## config.mk

```make
export PLATFORM = sky130hd
export DESIGN_NAME = vtx_req_issue
export DESIGN_NICKNAME = d
export VERILOG_FILES = /design/src/logic/vtx_pkg.sv /design/src/logic/vtx_req_issue.sv
export VERILOG_INCLUDE_DIRS = /design/src /design/src/logic
export SDC_FILE = /design/constraint.sdc
export NUM_CORES = 1
export LEC_CHECK = 0
export BUFFER_PORTS_ARGS = -buffer_cell sky130_fd_sc_hd__buf_2
export CORE_MARGIN = 2
export CORE_UTILIZATION = 42
export DETAILED_ROUTE_END_ITERATION = 16
export PLACE_DENSITY = 0.86
export SLEW_MARGIN = 25
export SYNTH_ARGS = -nofsm -noshare
export SYNTH_HDL_FRONTEND = slang
export SYNTH_SLANG_ARGS = --single-unit
```

## constraint.sdc

```tcl
create_clock -name clk -period 2.2 [get_ports clk]
set_input_delay 0.55 -clock clk [delete_from_list [all_inputs] [get_ports clk]]
set_output_delay 0.55 -clock clk [all_outputs]
set_load 0.005 [all_outputs]
```

## src/logic/vtx_macros.svh

```systemverilog
`ifndef VTX_MACROS_SVH
`define VTX_MACROS_SVH

// full vertex id as seen by the front end
`define V_ID_WIDTH 12

// low id bits select the core, dropped to form the bank address
`define CORE_NUM_WIDTH 2

// id width minus the interleave bits
`define BANK_AWIDTH 10

// bfs depth and iteration counter
`define DEPTH_WIDTH 8
`define ITER_WIDTH 8

// depth of a vertex not yet reached
`define INVALID_BFS_VALUE {`DEPTH_WIDTH{1'b1}}

// returned for a read of the null id (all ones)
`define INVALID_PULL_VALUE {`DEPTH_WIDTH{1'b1}}

// pending read/push context, fixed pop latency keeps it at 3 or fewer
`define PUSH_FIFO_DEPTH 8

`endif

```

## src/logic/vtx_pkg.sv

```systemverilog
`default_nettype none

`include "vtx_macros.svh"

package vtx_pkg;

    // vertex id from the front end, core select in the low bits
    typedef logic [`V_ID_WIDTH-1:0] v_id_t;

    // bfs depth, all ones means unvisited
    typedef logic [`DEPTH_WIDTH-1:0] depth_t;

    // word address inside this core's depth bank
    typedef logic [`BANK_AWIDTH-1:0] bank_addr_t;

    // current bfs iteration
    typedef logic [`ITER_WIDTH-1:0] iter_id_t;

endpackage

`default_nettype wire

```

## src/logic/vtx_req_issue.sv

```systemverilog
`default_nettype none

`include "vtx_macros.svh"

module vtx_req_issue
    import vtx_pkg::*;
(
    input  logic       clk,
    input  logic       rst,
    input  logic       rd_valid_src,
    input  v_id_t      rd_addr_src,
    input  logic       wr_valid_dst,
    input  logic       wr_push_flag_dst,
    input  logic       wr_pull_first_flag_dst,
    input  v_id_t      wr_addr_dst,
    input  depth_t     wr_v_value_dst,
    input  iter_id_t   front_iteration_id,
    output logic       rd_req,
    output bank_addr_t rd_bank_addr,
    output logic       rd_null,
    output logic       fifo_push,
    output v_id_t      fifo_id,
    output depth_t     fifo_depth,
    output logic       fifo_push_flag,
    output logic       fifo_pull_first,
    output logic       pull_wr,
    output bank_addr_t pull_wr_addr,
    output depth_t     pull_wr_data,
    output logic       pull_active_valid,
    output logic       pull_active_updated,
    output logic       pull_active_pull_first,
    output v_id_t      pull_active_id
);

    logic take_push;
    logic take_pull;
    logic pull_ok;

    // source read wins, a push in the same cycle is lost
    assign take_push = !rd_valid_src && wr_valid_dst && wr_push_flag_dst;

    // pulls skip the fifo and are never masked by a read
    assign take_pull = wr_valid_dst && !wr_push_flag_dst;

    // offered depth visited and not past the current iteration
    assign pull_ok = (wr_v_value_dst != `INVALID_BFS_VALUE) &&
                     (wr_v_value_dst <= front_iteration_id);

    // context enters the fifo on the sampling edge
    // a read carries an all zero context
    assign fifo_push = rd_valid_src || take_push;
    assign fifo_id = take_push ? wr_addr_dst : '0;
    assign fifo_depth = take_push ? wr_v_value_dst : '0;
    assign fifo_push_flag = take_push;
    assign fifo_pull_first = take_push && wr_pull_first_flag_dst;

    // bank lookup for reads and pushes
    always_ff @(posedge clk) begin
        if (rst) begin
            rd_req <= 1'b0;
        end else begin
            rd_req <= fifo_push;
        end
        // null id bypasses the lookup result
        rd_null <= rd_valid_src && (rd_addr_src == '1);
        if (rd_valid_src) begin
            rd_bank_addr <= rd_addr_src[`V_ID_WIDTH-1:`CORE_NUM_WIDTH];
        end else begin
            rd_bank_addr <= wr_addr_dst[`V_ID_WIDTH-1:`CORE_NUM_WIDTH];
        end
    end

    // pull write goes straight to the bank, report goes via the resolver
    always_ff @(posedge clk) begin
        if (rst) begin
            pull_wr <= 1'b0;
            pull_active_valid <= 1'b0;
        end else begin
            pull_wr <= take_pull && pull_ok;
            pull_active_valid <= take_pull;
        end
        pull_wr_addr <= wr_addr_dst[`V_ID_WIDTH-1:`CORE_NUM_WIDTH];
        // reached one level past the offered depth
        pull_wr_data <= wr_v_value_dst + 1'b1;
        pull_active_id <= wr_addr_dst;
        pull_active_updated <= pull_ok;
        pull_active_pull_first <= wr_pull_first_flag_dst;
    end

endmodule

`default_nettype wire

```

=== Word-level counts from Yosys, hierarchy flattened ===
Index checks and enable logic that the tools add are counted.

* Word-level logic and storage cells: 27
* Bits of input ports: 46
* Register bits after elaboration: 46

* Add/subtract/negate cells: 1
* Order comparisons: 1
* Reduce and logical (&&, ||, !) cells: 10
* Muxes and demuxes: 3
* Equality and inequality tests: 2

{| class="wikitable"
|+ Operator list
! kind !! number
|-
| $eq 12x12->1 const B || 1
|-
| $mux 12 || 1
|-
| $mux 10 || 1
|-
| $add 8x1->8 const B || 1
|-
| $le 8x8->1 || 1
|-
| $mux 8 || 1
|-
| $ne 8x8->1 const B || 1
|-
| $logic_and 1x1->1 || 7
|-
| $logic_not 1->1 || 2
|-
| $logic_or 1x1->1 || 1
|}

=== Depth between registers and ports, before layout ===
Gate-level depths: netlist (run 1).

* Depth after elaboration: 4
* Depth in mapped cells: 6

=== Worst setup path after synthesis (run 1) ===
No wires, ideal clock.

* Path type: in2out
* From: input rd_valid_src
* To: output fifo_depth[1]
* Data arrival time: 1.118 ns
* Path slack: 0.532 ns
* Required time: 1.650 ns
* Cell stages on the path: 4
* Cells stage by stage: buf_4 -> nor2_4 -> buf_6 -> and2_1

* Longest elaborated chain between the ends: 4

{| class="wikitable"
|+ RTL lines
! item !! RTL line !! RTL
|-
| start, declared || vtx_req_issue.sv:10 || <nowiki>input logic rd_valid_src,</nowiki>
|-
| $logic_not 1->1 || vtx_req_issue.sv:40 || <nowiki>assign take_push = !rd_valid_src && wr_valid_dst && wr_push_flag_dst;</nowiki>
|-
| $logic_and 1x1->1 (2 in series) || vtx_req_issue.sv:40 ||
|-
| named net fifo_push_flag || vtx_req_issue.sv:24 || <nowiki>output logic fifo_push_flag,</nowiki>
|-
| $mux 8 || vtx_req_issue.sv:53 || <nowiki>assign fifo_depth = take_push ? wr_v_value_dst : '0;</nowiki>
|-
| end, declared || vtx_req_issue.sv:23 || <nowiki>output depth_t fifo_depth,</nowiki>
|}

The timed path passes the listed nets, and every way through them passes these cells.

=== Final worst setup path (run 1) ===
* From: input wr_push_flag_dst
* To: output fifo_depth[3]

* Longest elaborated chain between the ends: 2

{| class="wikitable"
|+ RTL lines
! item !! RTL line !! RTL
|-
| start, declared || vtx_req_issue.sv:13 || <nowiki>input logic wr_push_flag_dst,</nowiki>
|-
| $logic_and 1x1->1 || vtx_req_issue.sv:40 ||
|-
| $mux 8 || vtx_req_issue.sv:53 ||
|}

Every way passes these cells.

==> run summary, run 1 <==
FMAX: 533.1 MHz
synth cell count leaders: dfxtp_1 (36), and2_1 (18), buf_4 (11)
hold crit path type: in -> reg
clk sinks: 36
top post-synthesis cells by area: dfxtp_1 (49%), and2_1 (7.7%), ha_1 (7.7%)
Post-Synth XOR/XNOR Area: 0.03581
Synth Area in Compound Gates: 0.02899
Yosys top cell area share: 0.4910
buffer count from post-CTS setup fixing: 0
number of global-route vias before repair: 1217
num ports: 115
global routing usage on met3: 0.06786
Placed Cells: 289
status: finished clean
Hold Buf Count CTS: 0
register bit total from synthesis: 36
final cell count without fillers: 297
drt total wl: 3388 um
setup ws final: 0.3242 ns
Initial DRC Count: 41
CP Launch Type: input pin
Distinct cells, synth: 29
Routed Antenna Nets: 0
worst rel slew slack: 0.7575
syn avg cell area: 10.48 sq um
full die area: 3984 sq um
FF/Latch Area: 720.7 sq um
Reg clk slew, reported paths: 0.10 ns
Fillers: 304
worst vdd rail ir drop: 0.0002756 V
GR peak layer: met2
grt met2 use: 0.3298
Mapped Nets: 195
hold depth: 1
CTS root buffer: clkbuf_4
asr flop ratio synth: 0
GP Congestion: 0.7444
yosys warns: 0
Core Rows: 21
core area: 3337 sq um
mux contribution to synthesized area: 0.06138
Routed wire per std cell: 11.41 um
Die W: 63.12 um
layout cells sized above 1: 0.5219
Main synth FF type: dfxtp_1
dpl hpwl: 2801 um
drt drc: 0
Cell Area, Synth: 1468 sq um
Critical Path RT: 1.65 ns
Die Y-Extent: 63.12 um
dpl cell area: 2002 sq um
Critical Path Sink Type: output pin
largest net degree at the start of global routing: 20
# resized after CTS: 0
Post-synth EDFFs: 0
first-pass GRT wire length: 5375 um
Synth Area in Adders: 0.07673
CTS tree: built
Synth area leader: dfxtp_1
area of the multi-input gates: 604.3 sq um
crit path max fanout: 19
vias: 1329
Fin. Hold Viols: 0
largest family of logic cells by synthesized area: simple AND/OR/NAND/NOR gates
First-pass DRT Iterations: 4
buffer depth of the longest clock path: 2
sequential area share after synthesis: 0.4910
Port Buffers: 114
Leak: 1.130 nW
Tot GR Track Use: 0.1760
H-tree depth: 2
GR Util met1: 0.1702
worst hold-check slack: 0.3240 ns
Max Cap Viol: 0
fin crit period: 1.876 ns
post-layout net count: 305
grt ovf: 0
DP Worst Slack: 0.3062 ns
initial antenna violation count: 0
Crit Path Class: in -> out
Layout Utilization: 0.6228
Worst Tran Pin Value: 0.3628 ns
routed vias/inst: 4.475
Syn Inst Count: 140
Pwr Density: 654.1 nW/um^2
ANT cells: 0
RSZ-0062 raised after global routing: no
CTS buffer count: 5
Slew Viols, Final: 0
simple-gate share of the synthesized area: 0.2089
area added between synthesis and finish: 41.60%
Starting Density: 0.4398
Tot Pwr: 1.359 mW
part of the cycle the worst path needs: 0.8526
Setup TNS: 0 ns
cell area after layout: 2078 sq um
count leader, synth: dfxtp_1
Final setup viols: 0
Critical Path AT: 1.33 ns
[critical path, stage by stage]
cell and delay [ns]:
buf_2 0.09, nand2_1 0.09, nor2_4 0.31, and2_1 0.18, buf_2 0.11
[power breakdown]
group / switching (mW) / internal (mW) / total (mW)
clock network: 0.204 / 0.238 / 0.443
logic: 0.0989 / 0.112 / 0.211
registers: 0.0107 / 0.695 / 0.706
total: 0.314 / 1.05 / 1.36
[metal layers]
layer,routed length (um),share of wire
met4,60,0.018
met3,353,0.10
met1,1231,0.36
met5,0,0
met2,1742,0.51
[cells by family after synthesis]
logic type                 after synthesis
AOI/OAI and AO/OA                        7
xor gates and xnor gates                 6
adders and majority gates                9
buffers and inverters                   22
DFF                                     36
muxes                                    8
and+or+nand+nor                         52
[worst paths after layout]
kind                        startpoint                 to  slack [ns]
worst max-delay path  wr_push_flag_dst      fifo_depth[3]        0.32
worst min-delay path    wr_addr_dst[1]  pull_active_id[1]        0.32
[sequential cells by signal (all words and copies together) (netlist names)]
| signal | count |
|---|---|
| pull_active_id | 12 |
| pull_active_pull_first | 1 |
| pull_active_updated | 1 |
| pull_active_valid | 1 |
| pull_wr | 1 |
| pull_wr_data | 8 |
| rd_bank_addr | 10 |
| rd_null | 1 |
| rd_req | 1 |
[final cells by class]
| class | count | area share |
|---|---|---|
| repair buffers | 116 | 0.2818 |
| clock inverters | 2 | 0.01686 |
| well taps | 46 | 0.02769 |
| inverters | 9 | 0.01626 |
| flip-flops and latches | 36 | 0.3468 |
| multi-input cells | 82 | 0.2908 |
| clock buffers | 6 | 0.01987 |
[cells in the final DEF, fill, tap and decap left out, drive strengths merged, types with 4 or more instances in the layout]
cell / Yosys / final
buf: 13 / 116
dfxtp: 36 / 36
and2: 18 / 18
inv: 9 / 9
ha: 9 / 9
mux2: 8 / 8
nand2: 7 / 7
nand3: 6 / 6
clkbuf: 0 / 6
nor3: 5 / 5
nor2: 5 / 5
nand4: 4 / 4
(Power assumes the default switching activity.)
==> inputs of run 2 (changes only) <==
--- a/config.mk
+++ b/config.mk
@@ -8,9 +8,9 @@
 export LEC_CHECK = 0
 export BUFFER_PORTS_ARGS = -buffer_cell sky130_fd_sc_hd__buf_2
 export CORE_MARGIN = 2
-export CORE_UTILIZATION = 42
+export CORE_UTILIZATION = 35
 export DETAILED_ROUTE_END_ITERATION = 16
-export PLACE_DENSITY = 0.86
+export PLACE_DENSITY = 0.76
 export SLEW_MARGIN = 25
 export SYNTH_ARGS = -nofsm -noshare
 export SYNTH_HDL_FRONTEND = slang
==> constraint.sdc (replaced) <==
create_clock -name clk -period 1.7 [get_ports clk]
set_input_delay 0.425 -clock clk [delete_from_list [all_inputs] [get_ports clk]]
set_output_delay 0.425 -clock clk [all_outputs]
set_load 0.005 [all_outputs]
==> run 2 against run 1 <==
Non-clock buffer count is 1 higher. Sequential share of layout area shrank 0.70 points. Utilization decreased by 9.6 points. Sequential power increased by 30%. Worst hold slack worse by 0.063 ns. Count of clock-buffer cells in the layout grew 1.
==> run summary, run 2 (synthesis gave the netlist of run 1 again) <==
status: finished clean
Max Cap Viol: 0 (unchanged)
Setup TNS: 0 ns (unchanged)
post-layout net count: 306 (+0.33%)
initial antenna violation count: 0 (unchanged)
most used cell, CP: buf_2
Starting Density: 0.3643 (-0.07553)
cell area after layout: 2121 sq um (+2.0%)
Die Y-Extent: 68.76 um (+8.9%)
Final setup viols: 0 (unchanged)
number of global-route vias before repair: 1148 (-5.7%)
area added between synthesis and finish: 44.50%
Most flops, register: pull_active_id
DRT met1 WL: 1374 um (+12%)
First-pass DRT Iterations: 4 (unchanged)
Slowest-stage cell, CP: and2_1
worst hold start: wr_addr_dst[10]
RSZ-0062 raised after global routing: no
GP Congestion: 0.7231 (-2.9%)
buffer count from post-CTS setup fixing: 0 (unchanged)
clk sinks: 36 (unchanged)
Port Buffers: 114 (unchanged)
vias: 1328 (-0.075%)
largest net degree at the start of global routing: 20 (unchanged)
Layout Utilization: 0.5264 (-0.09640)
# resized after CTS: 0 (unchanged)
grt ovf: 0 (unchanged)
CTS buffer count: 5 (unchanged)
Critical Path AT: 1.11 ns (-0.22 ns)
CTS root buffer: clkbuf_8
Critical Path RT: 1.27 ns (-0.38 ns)
Crit Path Class: in -> out
max layer used: met4
Pwr Density: 853.0 nW/um^2 (+30%)
drt total wl: 3601 um (+6.3%)
WL met2: 1805 um (+3.6%)
part of the cycle the worst path needs: 0.9006
buffer depth of the longest clock path: 2 (unchanged)
fin crit period: 1.531 ns
DP Worst Slack: 0.1489 ns (-0.1574 ns)
WL met3: 376 um (+6.5%)
Leak: 1.141 nW (+0.94%)
full die area: 4727 sq um (+19%)
commonest non-fill, non-tap cell in the layout: buf_2
area of the multi-input gates: 604.3 sq um (unchanged)
setup ws final: 0.1690 ns (-0.1553 ns)
max FFs per register: 12 (unchanged)
H-tree depth: 2 (unchanged)
dpl hpwl: 2989 um (+6.7%)
Die W: 68.76 um (+8.9%)
Fin. Hold Viols: 0 (unchanged)
FF/Latch Area: 720.7 sq um (unchanged)
worst vdd rail ir drop: 0.0004082 V (+48%)
Critical Path Sink Type: output pin
ANT cells: 0 (unchanged)
first-pass GRT wire length: 5016 um (-6.7%)
Core Rows: 23 (+9.5%)
Routed wire per std cell: 11.92 um (+4.5%)
worst rel slew slack: 0.7804 (+0.02287)
Setup crit start: wr_push_flag_dst
core area: 4029 sq um (+21%)
CP peak stage delay: 0.15 ns (-0.16 ns)
CP cell instances: buf_2, nand2_1, nor2_4, buf_12, and2_1, buf_2
dpl cell area: 2027 sq um (+1.2%)
Hold Buf Count CTS: 0 (unchanged)
commonest non-fill, non-tap cells in the layout: buf_2 (114), dfxtp_1 (36), and2_1 (18), inv_1 (9), ha_1 (9)
biggest regs: pull_active_id (12), rd_bank_addr (10), pull_wr_data (8)
Reg clk slew, reported paths: 0.07 ns (-0.03 ns)
CTS tree: built
routed vias/inst: 4.397 (-1.7%)
num ports: 115 (unchanged)
Slew Viols, Final: 0 (unchanged)
Tot GR Track Use: 0.1483 (-0.02772)
FMAX: 653.2 MHz
CP Launch Type: input pin
Initial DRC Count: 18 (-56%)
layout cells sized above 1: 0.5238 (+0.001897)
drt drc: 0 (unchanged)
Routed Antenna Nets: 0 (unchanged)
Worst Tran Pin Value: 0.3269 ns (-0.03597 ns)
hold crit path type: in -> reg
Fillers: 382 (+26%)
crit path max fanout: 19 (unchanged)
-- run 2: changes by cell type in the layout (fill, tap and decap cells not counted), sizes merged --
cell      delta
bufinv       -1
clkinv       -1
clkinvlp     +1
clkbuf       +1
buf          +1
-- run 2: worst paths after layout --
path                 end  cells after the start
max        fifo_depth[1]                      6
min   pull_active_id[10]                      1
-- run 2: final cells by class --
type | instances | share of cell area
Sequential cell | 36 | 0.3398
Tap cell | 50 | 0.02950
Inverter | 9 | 0.01593
Timing Repair Buffer | 117 | 0.2855
Multi-Input combinational cell | 82 | 0.2850
Clock buffer | 7 | 0.04071
Clock inverter | 1 | 0.003540
-- run 2: power by group --
| group | internal, mW | switching [mW] | leakage, nW | total, mW |
|---|---|---|---|---|
| Sequential | 0.900 | 0.0143 | 0.303 | 0.915 |
| Combinational | 0.149 | 0.133 | 0.794 | 0.282 |
| Clock | 0.329 | 0.284 | 0.0445 | 0.613 |
| Total | 1.38 | 0.431 | 1.14 | 1.81 |
-- run 2: metal layers --
metal	GRT usage	vias to the layer above
met5	0	-
met4	0.05882	0
met3	0.04870	7
met2	0.2921	80
met1	0.1383	566
li1	-	675
-- run 2: worst max-delay path, delay by kind of cell --
family        cells  cell delay, ns
simple gates      3            0.31
buf+inv           3            0.36
-- run 2: through the flow --
stage          std cells  total power [mW]  hold slack, ns
4_1_cts              302             1.839          0.2506
6_report             302             1.809          0.2609
5_1_grt              302             1.918          0.2469
3_3_place_gp         294             1.214          0.5451
2_1_floorplan        140             1.064          0.4527
3_5_place_dp         294             1.220          0.5460
==> inputs of run 3 (changes only) <==
--- a/config.mk
+++ b/config.mk
@@ -10,7 +10,7 @@
 export CORE_MARGIN = 2
 export CORE_UTILIZATION = 35
 export DETAILED_ROUTE_END_ITERATION = 16
-export PLACE_DENSITY = 0.76
+export PLACE_DENSITY = 0.75
 export SLEW_MARGIN = 25
 export SYNTH_ARGS = -nofsm -noshare
 export SYNTH_HDL_FRONTEND = slang
==> run 3 against run 2 <==
Sequential share of layout area grew 0.34 points. First-iteration DRC count grew 22%. Via count grew 1.4%. Final cell count is the same. Worst hold slack gained 0.0075 ns. Worst setup slack lost 0.023 ns. Global-route usage shrank 0.37 points. Sequential power is essentially flat. Count of clock-buffer cells in the layout shrank 1. Maximum frequency shrank 1.5%. Utilization shrank 0.53 points. Largest cell class unchanged.
==> run summary, run 3 (synthesis gave the netlist of run 1 again) <==
First-pass DRT Iterations: 4 (unchanged)
GP Congestion: 0.7143 (-1.2%)
layout cells sized above 1: 0.5238 (unchanged)
status: finished clean
post-layout net count: 307 (+0.33%)
commonest non-fill, non-tap cell in the layout: buf_2
Starting Density: 0.3643 (unchanged)
Fin. Hold Viols: 0 (unchanged)
H-tree depth: 2 (unchanged)
drt drc: 0 (unchanged)
Critical Path AT: 1.13 ns (+0.02 ns)
CP Launch Type: input pin
largest net degree at the start of global routing: 12 (-40%)
# resized after CTS: 0 (unchanged)
buffer count from post-CTS setup fixing: 0 (unchanged)
biggest regs: pull_active_id (12), rd_bank_addr (10), pull_wr_data (8)
most used cell, CP: buf_2
Layout Utilization: 0.5211 (-0.005280)
Crit Path Class: in -> out
fin crit period: 1.554 ns (+0.02315 ns)
grt ovf: 0 (unchanged)
Routed Antenna Nets: 0 (unchanged)
hold depth: 1 (unchanged)
Port Buffers: 114 (unchanged)
CTS root buffer: clkbuf_8
Tot Pwr: 1.729 mW (-4.4%)
hold worst-path end: pull_active_pull_first
core area: 4029 sq um (unchanged)
worst rel slew slack: 0.7933 (+0.01289)
CTS tree: built
clk sinks: 36 (unchanged)
Tot GR Track Use: 0.1446 (-0.003655)
Die W: 68.76 um (unchanged)
Final setup viols: 0 (unchanged)
Setup TNS: 0 ns (unchanged)
Worst Tran Pin Value: 0.3077 ns (-0.01919 ns)
num ports: 115 (unchanged)
initial antenna violation count: 0 (unchanged)
Max Cap Viol: 0 (unchanged)
routed vias/inst: 4.457 (+1.4%)
buffer depth of the longest clock path: 2 (unchanged)
CP cell instances: buf_2, nand2_1, nor2_4, buf_4, and2_1, buf_2
Pwr Density: 823.4 nW/um^2 (-3.5%)
commonest non-fill, non-tap cells in the layout: buf_2 (114), dfxtp_1 (36), and2_1 (18), inv_1 (9), ha_1 (9)
number of global-route vias before repair: 1165 (+1.5%)
Leak: 1.140 nW (-0.11%)
FMAX: 643.4 MHz (-1.5%)
Critical Path RT: 1.27 ns (about the same)
first-pass GRT wire length: 4926 um (-1.8%)
Critical Path Sink Type: output pin
Routed wire per std cell: 11.37 um (-4.7%)
Hold Buf Count CTS: 0 (unchanged)
worst hold start: wr_pull_first_flag_dst
dpl hpwl: 2951 um (-1.3%)
max FFs per register: 12 (unchanged)
ANT cells: 0 (unchanged)
Most flops, register: pull_active_id
Initial DRC Count: 22 (+4)
Slowest-stage cell, CP: buf_4
CP peak stage delay: 0.16 ns (about the same)
area added between synthesis and finish: 43.05%
drt total wl: 3433 um (-4.7%)
CTS buffer count: 5 (unchanged)
full die area: 4727 sq um (unchanged)
Slew Viols, Final: 0 (unchanged)
part of the cycle the worst path needs: 0.9142 (+0.01362)
Die Y-Extent: 68.76 um (unchanged)
Reg clk slew, reported paths: 0.06 ns (about the same)
worst vdd rail ir drop: 0.0003802 V (-6.9%)
hold crit path type: in -> reg
crit path max fanout: 11 (-8)
Core Rows: 23 (unchanged)
RSZ-0062 raised after global routing: no
vias: 1346 (+1.4%)
-- run 3: changes by cell type in the layout (fill, tap and decap cells not counted), sizes merged --
cell      delta
clkinv       +1
buf          +1
clkinvlp     -1
clkbuf       -1
-- run 3: through the flow --
stage | hold slack [ns] | std cells | worst slack, ns | cell area [sq um]
6_report | 0.2684 | 302 | 0.1458 | 2100
5_1_grt | 0.2488 | 302 | 0.05935 | 2100
3_3_place_gp | 0.5405 | 295 | 0.1503 | 2022
2_1_floorplan | 0.4527 | 140 | 0.2821 | 1468
3_5_place_dp | 0.5475 | 295 | 0.1297 | 2022
4_1_cts | 0.2517 | 302 | 0.1264 | 2100
-- run 3: how the worst max path moves through the flow --
| stage | from | endpoint | slack [ns] | depth (start not counted) |
|---|---|---|---|---|
| floorplan | rd_valid_src | fifo_depth[1] | 0.28 | 4 |
| global placement | wr_push_flag_dst | fifo_id[2] | 0.15 | 6 |
| detailed placement | wr_push_flag_dst | fifo_id[0] | 0.13 | 6 |
| CTS | wr_push_flag_dst | fifo_id[8] | 0.13 | 6 |
| global route | wr_push_flag_dst | fifo_id[1] | 0.06 | 6 |
| finish | wr_push_flag_dst | fifo_id[8] | 0.15 | 6 |
-- run 3: worst max-delay path, delay by kind of cell --
kind	cells	cell delay, ns
buffers and inverters	3	0.38
AND/OR/NAND/NOR	3	0.31
-- run 3: final cells by class --
class                   instances  area, sq um
clock buffers                   6        72.57
clock inverters                 1        5.005
fillers                       383         1929
inverters                       9        33.78
multi-input cells              82        604.3
flip-flops and latches         36        720.7
well taps                      50        62.56
repair buffers                118        600.6
-- run 3: power by group --
part,leakage [nW],internal (mW),switching (mW)
clock network,0.0410,0.278,0.261
registers,0.303,0.901,0.0134
logic,0.796,0.147,0.129
-- run 3: per-layer routing --
layer	vias to the layer above	GRT usage	part of all wire
met3	2	0.05357	0.12
met5	-	0	0
met4	0	0.05882	0.0047
li1	674	-	-
met1	592	0.1346	0.35
met2	78	0.2800	0.52
